**config.mk**
```make
export PLATFORM = sky130hd
export DESIGN_NAME = inst_decode
export DESIGN_NICKNAME = d
export VERILOG_FILES = /design/src/logic/bpu_pkg.sv /design/src/logic/inst_decode.sv
export SDC_FILE = /design/constraint.sdc
export NUM_CORES = 1
export LEC_CHECK = 0
export ABC_CLOCK_PERIOD_IN_PS = 2900
export BUFFER_PORTS_ARGS = -buffer_cell sky130_fd_sc_hd__buf_2
export CORE_ASPECT_RATIO = 0.7
export CORE_MARGIN = 4
export CORE_UTILIZATION = 25
export DETAILED_ROUTE_END_ITERATION = 8
export GPL_ROUTABILITY_DRIVEN = 0
export PLACE_DENSITY = 0.83
export SYNTH_ARGS = -nofsm -noshare
export SYNTH_HDL_FRONTEND = slang
export SYNTH_SLANG_ARGS = --single-unit
```
**constraint.sdc**
```tcl
create_clock -name vclk -period 2.9
set_clock_uncertainty 0.05 [all_clocks]
set_input_delay 0.725 -clock vclk [all_inputs]
set_output_delay 0.725 -clock vclk [all_outputs]
set_load 0.01 [all_outputs]
```
**src/logic/bpu_pkg.sv**
```systemverilog
`default_nettype none

package bpu_pkg;

    localparam int XLEN             = 32;
    localparam int HIST_WIDTH       = 16;
    localparam int TAG_WIDTH        = 10;
    localparam int TAGE_INDEX_WIDTH = 8;   // 256 entries per tagged table

    // major opcodes the predictor cares about
    typedef enum logic [6:0] {
        OP_BRANCH = 7'b1100011,
        OP_JAL    = 7'b1101111,
        OP_JALR   = 7'b1100111
    } opcode_e;

    typedef enum logic [2:0] {
        CLS_NONE,
        CLS_BRANCH,
        CLS_JAL,
        CLS_JALR,
        CLS_RET
    } inst_class_e;

    // table that supplied the direction
    typedef enum logic [1:0] {
        PROV_BIMODAL,
        PROV_T0,
        PROV_T1
    } provider_e;

    typedef struct packed {
        inst_class_e       cls;
        logic [XLEN-1:0]   branch_off; // b-type imm, sign extended
        logic [XLEN-1:0]   jal_off;    // j-type imm, sign extended
    } decode_t;

    // rides down the pipe with the instruction
    typedef struct packed {
        provider_e             provider;
        logic [HIST_WIDTH-1:0] history;
    } pred_meta_t;

    typedef struct packed {
        logic              redirect; // control transfer instruction
        logic              taken;
        logic [XLEN-1:0]   target;   // next fetch address
        pred_meta_t        meta;
    } prediction_t;

    // resolved branch info from execute
    typedef struct packed {
        logic              valid;
        logic              taken;
        logic              correct;
        logic [XLEN-1:0]   pc;
        logic [XLEN-1:0]   target;
        logic              ret;
        pred_meta_t        meta;
    } ex_update_t;

endpackage

`default_nettype wire
```
**src/logic/inst_decode.sv**
```systemverilog
`timescale 1ns/1ps
`default_nettype none

module inst_decode import bpu_pkg::*; (
    input  wire logic [XLEN-1:0] inst_i,
    output decode_t              decode_o
);

    opcode_e    opcode;
    logic [4:0] rd;
    logic [4:0] rs1;
    logic       link_rs1;  // rs1 is ra or t0
    logic       is_ret;

    assign opcode = opcode_e'(inst_i[6:0]);
    assign rd     = inst_i[11:7];
    assign rs1    = inst_i[19:15];

    assign link_rs1 = (rs1 == 5'd1) || (rs1 == 5'd5);
    // jalr x0, 0(ra) style return
    assign is_ret   = (rd == 5'd0) && link_rs1 && (inst_i[31:20] == 12'd0);

    always_comb begin
        case (opcode)
            OP_BRANCH: decode_o.cls = CLS_BRANCH;
            OP_JAL:    decode_o.cls = CLS_JAL;
            OP_JALR:   decode_o.cls = is_ret ? CLS_RET : CLS_JALR;
            default:   decode_o.cls = CLS_NONE;
        endcase
    end

    // b-type immediate
    assign decode_o.branch_off = {
        {(XLEN-12){inst_i[31]}},
        inst_i[7],
        inst_i[30:25],
        inst_i[11:8],
        1'b0
    };

    // j-type immediate
    assign decode_o.jal_off = {
        {(XLEN-20){inst_i[31]}},
        inst_i[19:12],
        inst_i[20],
        inst_i[30:21],
        1'b0
    };

endmodule

`default_nettype wire

```
Word level (Yosys, flattened, before mapping)
Index checks and enable logic that the tools add are counted.
- add/subtract/negate cells: 0
- multipliers: 0
- divide/modulo/power cells: 0
- magnitude comparators: 0
- equality and inequality tests: 5
- shift-type cells: 0
- multiplexer cells: 2
- bitwise logic cells: 0
- reductions and logical operators: 5
- operators with widths (kind ; number):
    $eq 7x7->1 const B ; 3
    $logic_not 12->1 ; 1
    $pmux 3 s3 ; 1
    $eq 5x1->1 const B ; 1
    $eq 5x3->1 const B ; 1
    $logic_not 5->1 ; 1
    $mux 3 ; 1
    $logic_and 1x1->1 ; 2
    $logic_or 1x1->1 ; 1
- register bits after elaboration: 0
- bits in latches: 0
- RAM bits: 0
- ROM bits: 0
- bits of input ports: 32
- output and inout bits: 67
- memories: 0

Longest topological paths before layout
Gate-level depths: netlist of run 1.
- word-level depth: 6
- depth in mapped cells: 3
- gate-level depth less buffers: 3

Worst setup path after synthesis of run 1
OpenSTA, ideal clock, no wires.
- kind: input to output
- start point: input inst_i[8]
- end point: output decode_o[66] in the netlist's numbering
- arrival time: 1.588 ns
- slack: 0.537 ns
- stages on the path: 3
- path through: or4_4 > nor3_2 > and3b_1
- RTL lines (what ; RTL line ; RTL):
    from (decl) ; inst_decode.sv:5 ; input wire logic [XLEN-1:0] inst_i,
    to (decl) ; inst_decode.sv:6 ; output decode_t decode_o

==> results of run 1 <==
-- layout make-up --
cell class	instances	area (µm²)	share of cell area (%)
Timing Repair Buffer	89	445	74.3
Tap cell	32	40.0	6.68
Multi-Input combinational cell	17	114	19.0
-- cells in the final DEF, fill, tap and decap left out, drive strengths merged --
cell	n
buf	89
nor4	3
conb	2
nor3	2
and4	1
nand2b	1
or4	1
and4b	1
nand3	1
a21oi	1
nor2	1
nand3b	1
a31oi	1
and3b	1
-- per-layer routing --
layer	vias up	wire [µm]	GRT usage [%]
met2	34	779	14.3
met4	0	0	0
li1	246	-	-
met1	206	546	10.6
met5	-	0	0
met3	0	140	0.926
-- metrics by stage --
| stage | worst slack (ns) | instance area (µm²) | util (%) | power [W] | std cells |
|---|---|---|---|---|---|
| detailed placement | 0.313 | 599 | 27.4 | 0.0000971 | 138 |
| finish | 0.303 | 599 | 27.4 | 0.0000958 | 138 |
| CTS | 0.313 | 599 | 27.4 | 0.0000973 | 138 |
| floorplan | 0.537 | 594 | - | 0.0000950 | 81 |
| global route | 0.269 | 599 | 27.4 | 0.000105 | 138 |
| global placement | 0.327 | 599 | 27.4 | 0.0000963 | 138 |
-- final timing paths --
| check | start | end | slack [ns] | cells past startpoint |
|---|---|---|---|---|
| worst max-delay path | inst_i[8] | decode_o[66] | 0.30 | 5 |
| worst min-delay path | inst_i[14] | decode_o[14] | 1.40 | 0 |
-- synthesized netlist by cell type --
| library cell | instances | area (µm²) |
|---|---|---|
| and3b_1 | 1 | 8.76 |
| nor3_1 | 1 | 5.00 |
| nor2_1 | 1 | 3.75 |
| nand2b_1 | 1 | 6.26 |
| nor3_2 | 1 | 10.0 |
| buf_4 | 64 | 480 |
| and4_1 | 1 | 8.76 |
| or4_4 | 1 | 11.3 |
| nand3b_1 | 1 | 7.51 |
| and4b_1 | 1 | 10.0 |
| nand3_1 | 1 | 5.00 |
| a21oi_1 | 1 | 5.00 |
| conb_1 | 1 | 3.75 |
| nor4_1 | 3 | 18.8 |
| a31oi_1 | 1 | 6.26 |
-- power by group through the flow --
stage / Combinational (W) / Clock, W / Sequential, W
floorplan: 0.0000950 / 0 / 0
global placement: 0.0000963 / 0 / 0
detailed placement: 0.0000971 / 0 / 0
CTS: 0.0000973 / 0 / 0
global route: 0.000105 / 0 / 0
finish: 0.0000958 / 0 / 0
-- kinds of logic after synthesis --
logic type / synth area share [%]
buf+inv: 81.4
simple gates: 16.1
compound gates: 1.91
other cells: 0.635
==> impl_metrics.json, run 1 <==
{
  "grt_pass1_vias": 388,
  "antenna_found_initial": 0,
  "intPower_w": 0.0000430,
  "p_sw_share_pct": 55.2,
  "synth_cell_types": 15,
  "row_count": 14,
  "synth_area_um2": 591,
  "synthCells": 80,
  "cp.arrival_ns": 1.82,
  "dp_hpwl_um": 1350,
  "min_period_ns": 2.60,
  "ios": 99,
  "ir_drop_uv": 61.0,
  "crit_fanout": 2,
  "drtPass1Iterations": 4,
  "seq_cells": 0,
  "hold_violations": 0,
  "switchingPower_w": 0.0000529,
  "layout.nets": 140,
  "grt_max_degree": 34,
  "cp_common_cell": "buf_2",
  "worstSetupStartpointType": "primary input",
  "ys_seq_area_share_pct": 0,
  "routed-via-count": 486,
  "wl_per_cell_um": 10.6,
  "coreArea_mm2": 0.00219,
  "min_period_over_period_pct": 89.6,
  "track_usage_pct": 7.93,
  "initial_utilization_pct": 27.0,
  "cp_num_buf_inv": 2,
  "maxCapViolCount": 0,
  "seq_area_um2": 0,
  "vias_per_cell": 3.52,
  "rsz0062_at_grt": "no",
  "first_iter_violations": 16,
  "cp-end-kind": "primary output",
  "power_frac_comb_pct": 100.0,
  "post_cts.repair.setup_buffers": 0,
  "crit_required_ns": 2.12,
  "crit_slowest_cell": "or4_4",
  "critical-path-top-delay-family": "simple AND/OR/NAND/NOR gates",
  "powerDensity_mw_per_mm2": 160,
  "leakage_nw": 0.395,
  "die_area_mm2": 0.00322,
  "worstHoldPathType": "in2out",
  "yosys_warnings": 0,
  "cts_hold_buf": 0,
  "p_seq_share_pct": 0,
  "ant_nets": 0,
  "drc_errors": 0,
  "clkPwrFrac_pct": 0,
  "grt-ovfl-total": 0,
  "slew_violations": 0,
  "die_h_um": 48.7,
  "antenna_cells": 0,
  "setup_violations": 0,
  "path_class": "in2out",
  "cts.repair.resized": 0,
  "n_fill_cell": 234,
  "n_clock_buffer": 0,
  "hold_slack_ns": 1.40,
  "drive_gt1_share_pct": 85.8,
  "synth_area_per_cell_um2": 7.38,
  "area_delta_synth_final_pct": 1.48,
  "path_cells": "buf_2 > or4_4 > nor3_2 > and3b_1 > buf_2",
  "outcome": "complete, no violations",
  "tns_ns": 0,
  "max_stage_delay_ns": 0.53,
  "die_x_um": 66.1,
  "grt_pass1_wl_um": 2190,
  "portBuffers": 89,
  "drt-total-wl_um": 1470,
  "fmax_ghz": 0.385
}
Note: power is estimated with default switching activity, not from simulation.
==> run 2: changes to the inputs <==
==> constraint.sdc (replaced) <==
create_clock -name vclk -period 2.9
set_clock_uncertainty 0.05 [all_clocks]
set_input_delay 0.145 -clock vclk [all_inputs]
set_output_delay 0.145 -clock vclk [all_outputs]
set_load 0.01 [all_outputs]
==> run 2 against run 1 <==
Effect of this change:
- hold slack worse by 1.2 ns
- combinational power hardly changed
- largest power group unchanged
- cell count stayed put
- routed wire length is 0.89% higher
- worst setup slack better by 1.2 ns
- clock-buffer cell count stayed put
- critical endpoint unchanged
- sequential share of layout area stayed put
- core utilization stayed put
- non-clock buffer count stayed put
- via count is 3.1% lower
- die area stayed put
==> impl_metrics.json, run 2 (same netlist as run 1, synthesis figures left out) <==
{
  "outcome": "complete, no violations",
  "min_period_ns": 1.42,
  "final_cell_mix": "89 x buf_2, 3 x nor4_1, 2 x conb_1",
  "drt-total-wl_um": 1480,
  "p_sw_share_pct": 55.2,
  "seq_cells": 0,
  "clkPwrFrac_pct": 0,
  "crit_slowest_cell": "or4_4",
  "portBuffers": 89,
  "area_delta_synth_final_pct": 1.48,
  "drive_gt1_share_pct": 85.8,
  "hold_violations": 0,
  "n_clock_buffer": 0,
  "cp-end-kind": "primary output",
  "wl_per_cell_um": 10.7,
  "antenna_found_initial": 0,
  "drc_errors": 0,
  "path_class": "in2out",
  "hold_slack_ns": 0.240,
  "cp.arrival_ns": 1.23,
  "routed-via-count": 471,
  "first_iter_violations": 8,
  "max_stage_delay_ns": 0.53,
  "intPower_w": 0.0000430,
  "track_usage_pct": 7.98,
  "min_period_over_period_pct": 49.1,
  "grt_pass1_vias": 399,
  "initial_utilization_pct": 27.0,
  "post_cts.repair.setup_buffers": 0,
  "die_area_mm2": 0.00322,
  "whs_path_depth": 0,
  "p_seq_share_pct": 0,
  "worstSetupStartpointType": "primary input",
  "die_h_um": 48.7,
  "grt_pass1_wl_um": 2180,
  "seq_area_um2": 0,
  "powerDensity_mw_per_mm2": 160,
  "worstHoldPathType": "in2out",
  "power_frac_comb_pct": 100.0,
  "antenna_cells": 0,
  "crit_fanout": 2,
  "switchingPower_w": 0.0000529,
  "postPlaceCellArea_um2": 599,
  "vias_per_cell": 3.41,
  "grt_max_degree": 34,
  "die_x_um": 66.1,
  "final_common_cell": "buf_2",
  "leakage_nw": 0.395,
  "ant_nets": 0,
  "cts.repair.resized": 0,
  "slew_violations": 0,
  "design_area_um2": 599,
  "grt-ovfl-total": 0,
  "ios": 99,
  "setup_violations": 0,
  "drtPass1Iterations": 4,
  "rsz0062_at_grt": "no",
  "cp_common_cell": "buf_2",
  "path_cells": "buf_2 > or4_4 > nor3_2 > and3b_1 > buf_2",
  "n_fill_cell": 244,
  "layout.nets": 140,
  "row_count": 14,
  "ir_drop_uv": 53.9,
  "tns_ns": 0,
  "coreArea_mm2": 0.00219,
  "cts_hold_buf": 0,
  "total_power_w": 0.0000959,
  "maxCapViolCount": 0,
  "fmax_ghz": 0.702,
  "crit_required_ns": 2.71
}
-- run 2: final timing paths --
path,from,to,slack [ns]
worst max-delay path,inst_i[8],decode_o[66],1.48
worst min-delay path,inst_i[14],decode_o[14],0.24
-- run 2: power groups by stage --
| stage | Combinational [W] | Sequential, W | Clock (W) |
|---|---|---|---|
| floorplan | 0.0000950 | 0 | 0 |
| global placement | 0.0000963 | 0 | 0 |
| detailed placement | 0.0000972 | 0 | 0 |
| CTS | 0.0000974 | 0 | 0 |
| global route | 0.000105 | 0 | 0 |
| finish | 0.0000959 | 0 | 0 |
-- run 2: critical path: cells and delay by family --
| kind | cells | cell delay (ns) |
|---|---|---|
| buf+inv | 2 | 0.24 |
| simple gates | 3 | 0.85 |
-- run 2: through the flow --
step	setup WS, ns	std cells	utilization, %
finish	1.48	138	27.4
global route	1.42	138	27.4
CTS	1.48	138	27.4
detailed placement	1.48	138	27.4
global placement	1.49	138	27.4
floorplan	1.70	81	-
-- run 2: area by class of cell --
class                           instances  area (µm²)  area share [%]
Multi-Input combinational cell         17         114            19.0
Timing Repair Buffer                   89         445            74.3
Tap cell                               32        40.0            6.68
-- run 2: per-layer routing --
layer | track usage, % | up-vias | part of all wire, %
met1 | 10.2 | 195 | 39
li1 | - | 246 | -
met3 | 1.16 | 2 | 7.4
met5 | 0 | - | 0
met4 | 0.676 | 0 | 0.95
met2 | 14.5 | 28 | 53
==> run 3: changes to the inputs <==
- ABC_CLOCK_PERIOD_IN_PS: 2900 -> 1300
- PLACE_DENSITY: 0.83 -> 0.86
- clock period: 2.9 -> 1.3 ns (I/O delays scaled with it)
==> run 3 against run 2 <==
Effect of this change:
- via count up 0.64%
- sequential share of layout area unchanged
- total power up 130%
- worst setup slack worse by 1.4 ns
- largest cell class unchanged
==> impl_metrics.json, run 3 (same netlist as run 1, synthesis figures left out) <==
{
  "outcome": "complete, no violations",
  "grt_pass1_wl_um": 2210,
  "wl_per_cell_um": 11.0,
  "multi_input_area_um2": 114,
  "cts_hold_buf": 0,
  "worstSetupStartpointType": "primary input",
  "first_iter_violations": 23,
  "die_h_um": 48.7,
  "area_delta_synth_final_pct": 2.75,
  "powerDensity_mw_per_mm2": 359,
  "post_cts.repair.setup_buffers": 0,
  "grt_max_degree": 33,
  "leakage_nw": 0.400,
  "n_fill_cell": 252,
  "path_cells": "buf_2 > or4_4 > nor3_2 > and3b_1 > buf_2",
  "row_count": 14,
  "grt-ovfl-total": 0,
  "total_power_w": 0.000218,
  "crit_slowest_cell": "or4_4",
  "drt-total-wl_um": 1530,
  "cts.repair.resized": 0,
  "final_common_cell": "buf_2",
  "vias_per_cell": 3.41,
  "final_cell_mix": "89 x buf_2, 3 x nor4_1, 2 x conb_1",
  "clkPwrFrac_pct": 0,
  "ir_drop_uv": 153,
  "setup_violations": 0,
  "drive_gt1_share_pct": 86.0,
  "power_frac_comb_pct": 100.0,
  "seq_area_um2": 0,
  "min_period_ns": 1.25,
  "worstHoldPathType": "in2out",
  "ant_nets": 0,
  "detailedPlace.worstSlack_ns": 0.0501,
  "fmax_ghz": 0.801,
  "initial_utilization_pct": 27.0,
  "cp-end-kind": "primary output",
  "min_period_over_period_pct": 96.1,
  "antenna_found_initial": 0,
  "max_stage_delay_ns": 0.53,
  "die_area_mm2": 0.00322,
  "crit_required_ns": 1.19,
  "layout.nets": 141,
  "slew_violations": 0,
  "p_sw_share_pct": 55.0,
  "antenna_cells": 0,
  "intPower_w": 0.0000981,
  "routed-via-count": 474,
  "p_seq_share_pct": 0,
  "rsz0062_at_grt": "no",
  "cp.arrival_ns": 1.13,
  "setup_ws_ns": 0.0510,
  "coreArea_mm2": 0.00219,
  "drtPass1Iterations": 4,
  "cp_num_buf_inv": 2,
  "tns_ns": 0,
  "drc_errors": 0,
  "path_class": "in2out",
  "ios": 99,
  "maxCapViolCount": 0,
  "critical-path-top-delay-family": "simple AND/OR/NAND/NOR gates",
  "grt_pass1_vias": 409,
  "track_usage_pct": 8.07,
  "hold_violations": 0,
  "crit_fanout": 2,
  "die_x_um": 66.1,
  "seq_cells": 0,
  "hold_slack_ns": 0.0800,
  "n_clock_buffer": 0,
  "final_util_pct": 27.7,
  "portBuffers": 89,
  "switchingPower_w": 0.000120,
  "cp_common_cell": "buf_2"
}
-- run 3: changes by cell type in the layout (fill, tap and decap cells not counted), sizes merged --
cell	change
buf	+1
-- run 3: final timing paths --
kind,end,slack [ns],start,cells after the start
setup / recovery,decode_o[66],0.05,inst_i[8],5
hold / removal,decode_o[14],0.08,inst_i[14],0
-- run 3: through the flow --
| stage | cells | instance area, µm² |
|---|---|---|
| after CTS | 139 | 607 |
| after detailed placement | 139 | 607 |
| final | 139 | 607 |
| after global routing | 139 | 607 |
| after floorplan | 81 | 594 |
| after global placement | 139 | 607 |
-- run 3: area by class of cell --
type	count	share of cell area (%)
timing repair buffer	90	74.6
multi-input combinational	17	18.8
tap	32	6.60
-- run 3: power by group through the flow --
stage | Combinational [W] | Clock [W] | Sequential, W
floorplan | 0.000212 | 0 | 0
global placement | 0.000218 | 0 | 0
detailed placement | 0.000221 | 0 | 0
CTS | 0.000221 | 0 | 0
global route | 0.000237 | 0 | 0
finish | 0.000218 | 0 | 0
-- run 3: layer usage --
metal,wire length [µm],GRT usage (%),vias up,part of all wire [%]
met5,0,0,-,0
met4,0,0,0,0
met3,60,0.694,0,3.9
met2,898,16.0,14,59
met1,572,9.75,210,37
li1,-,-,250,-
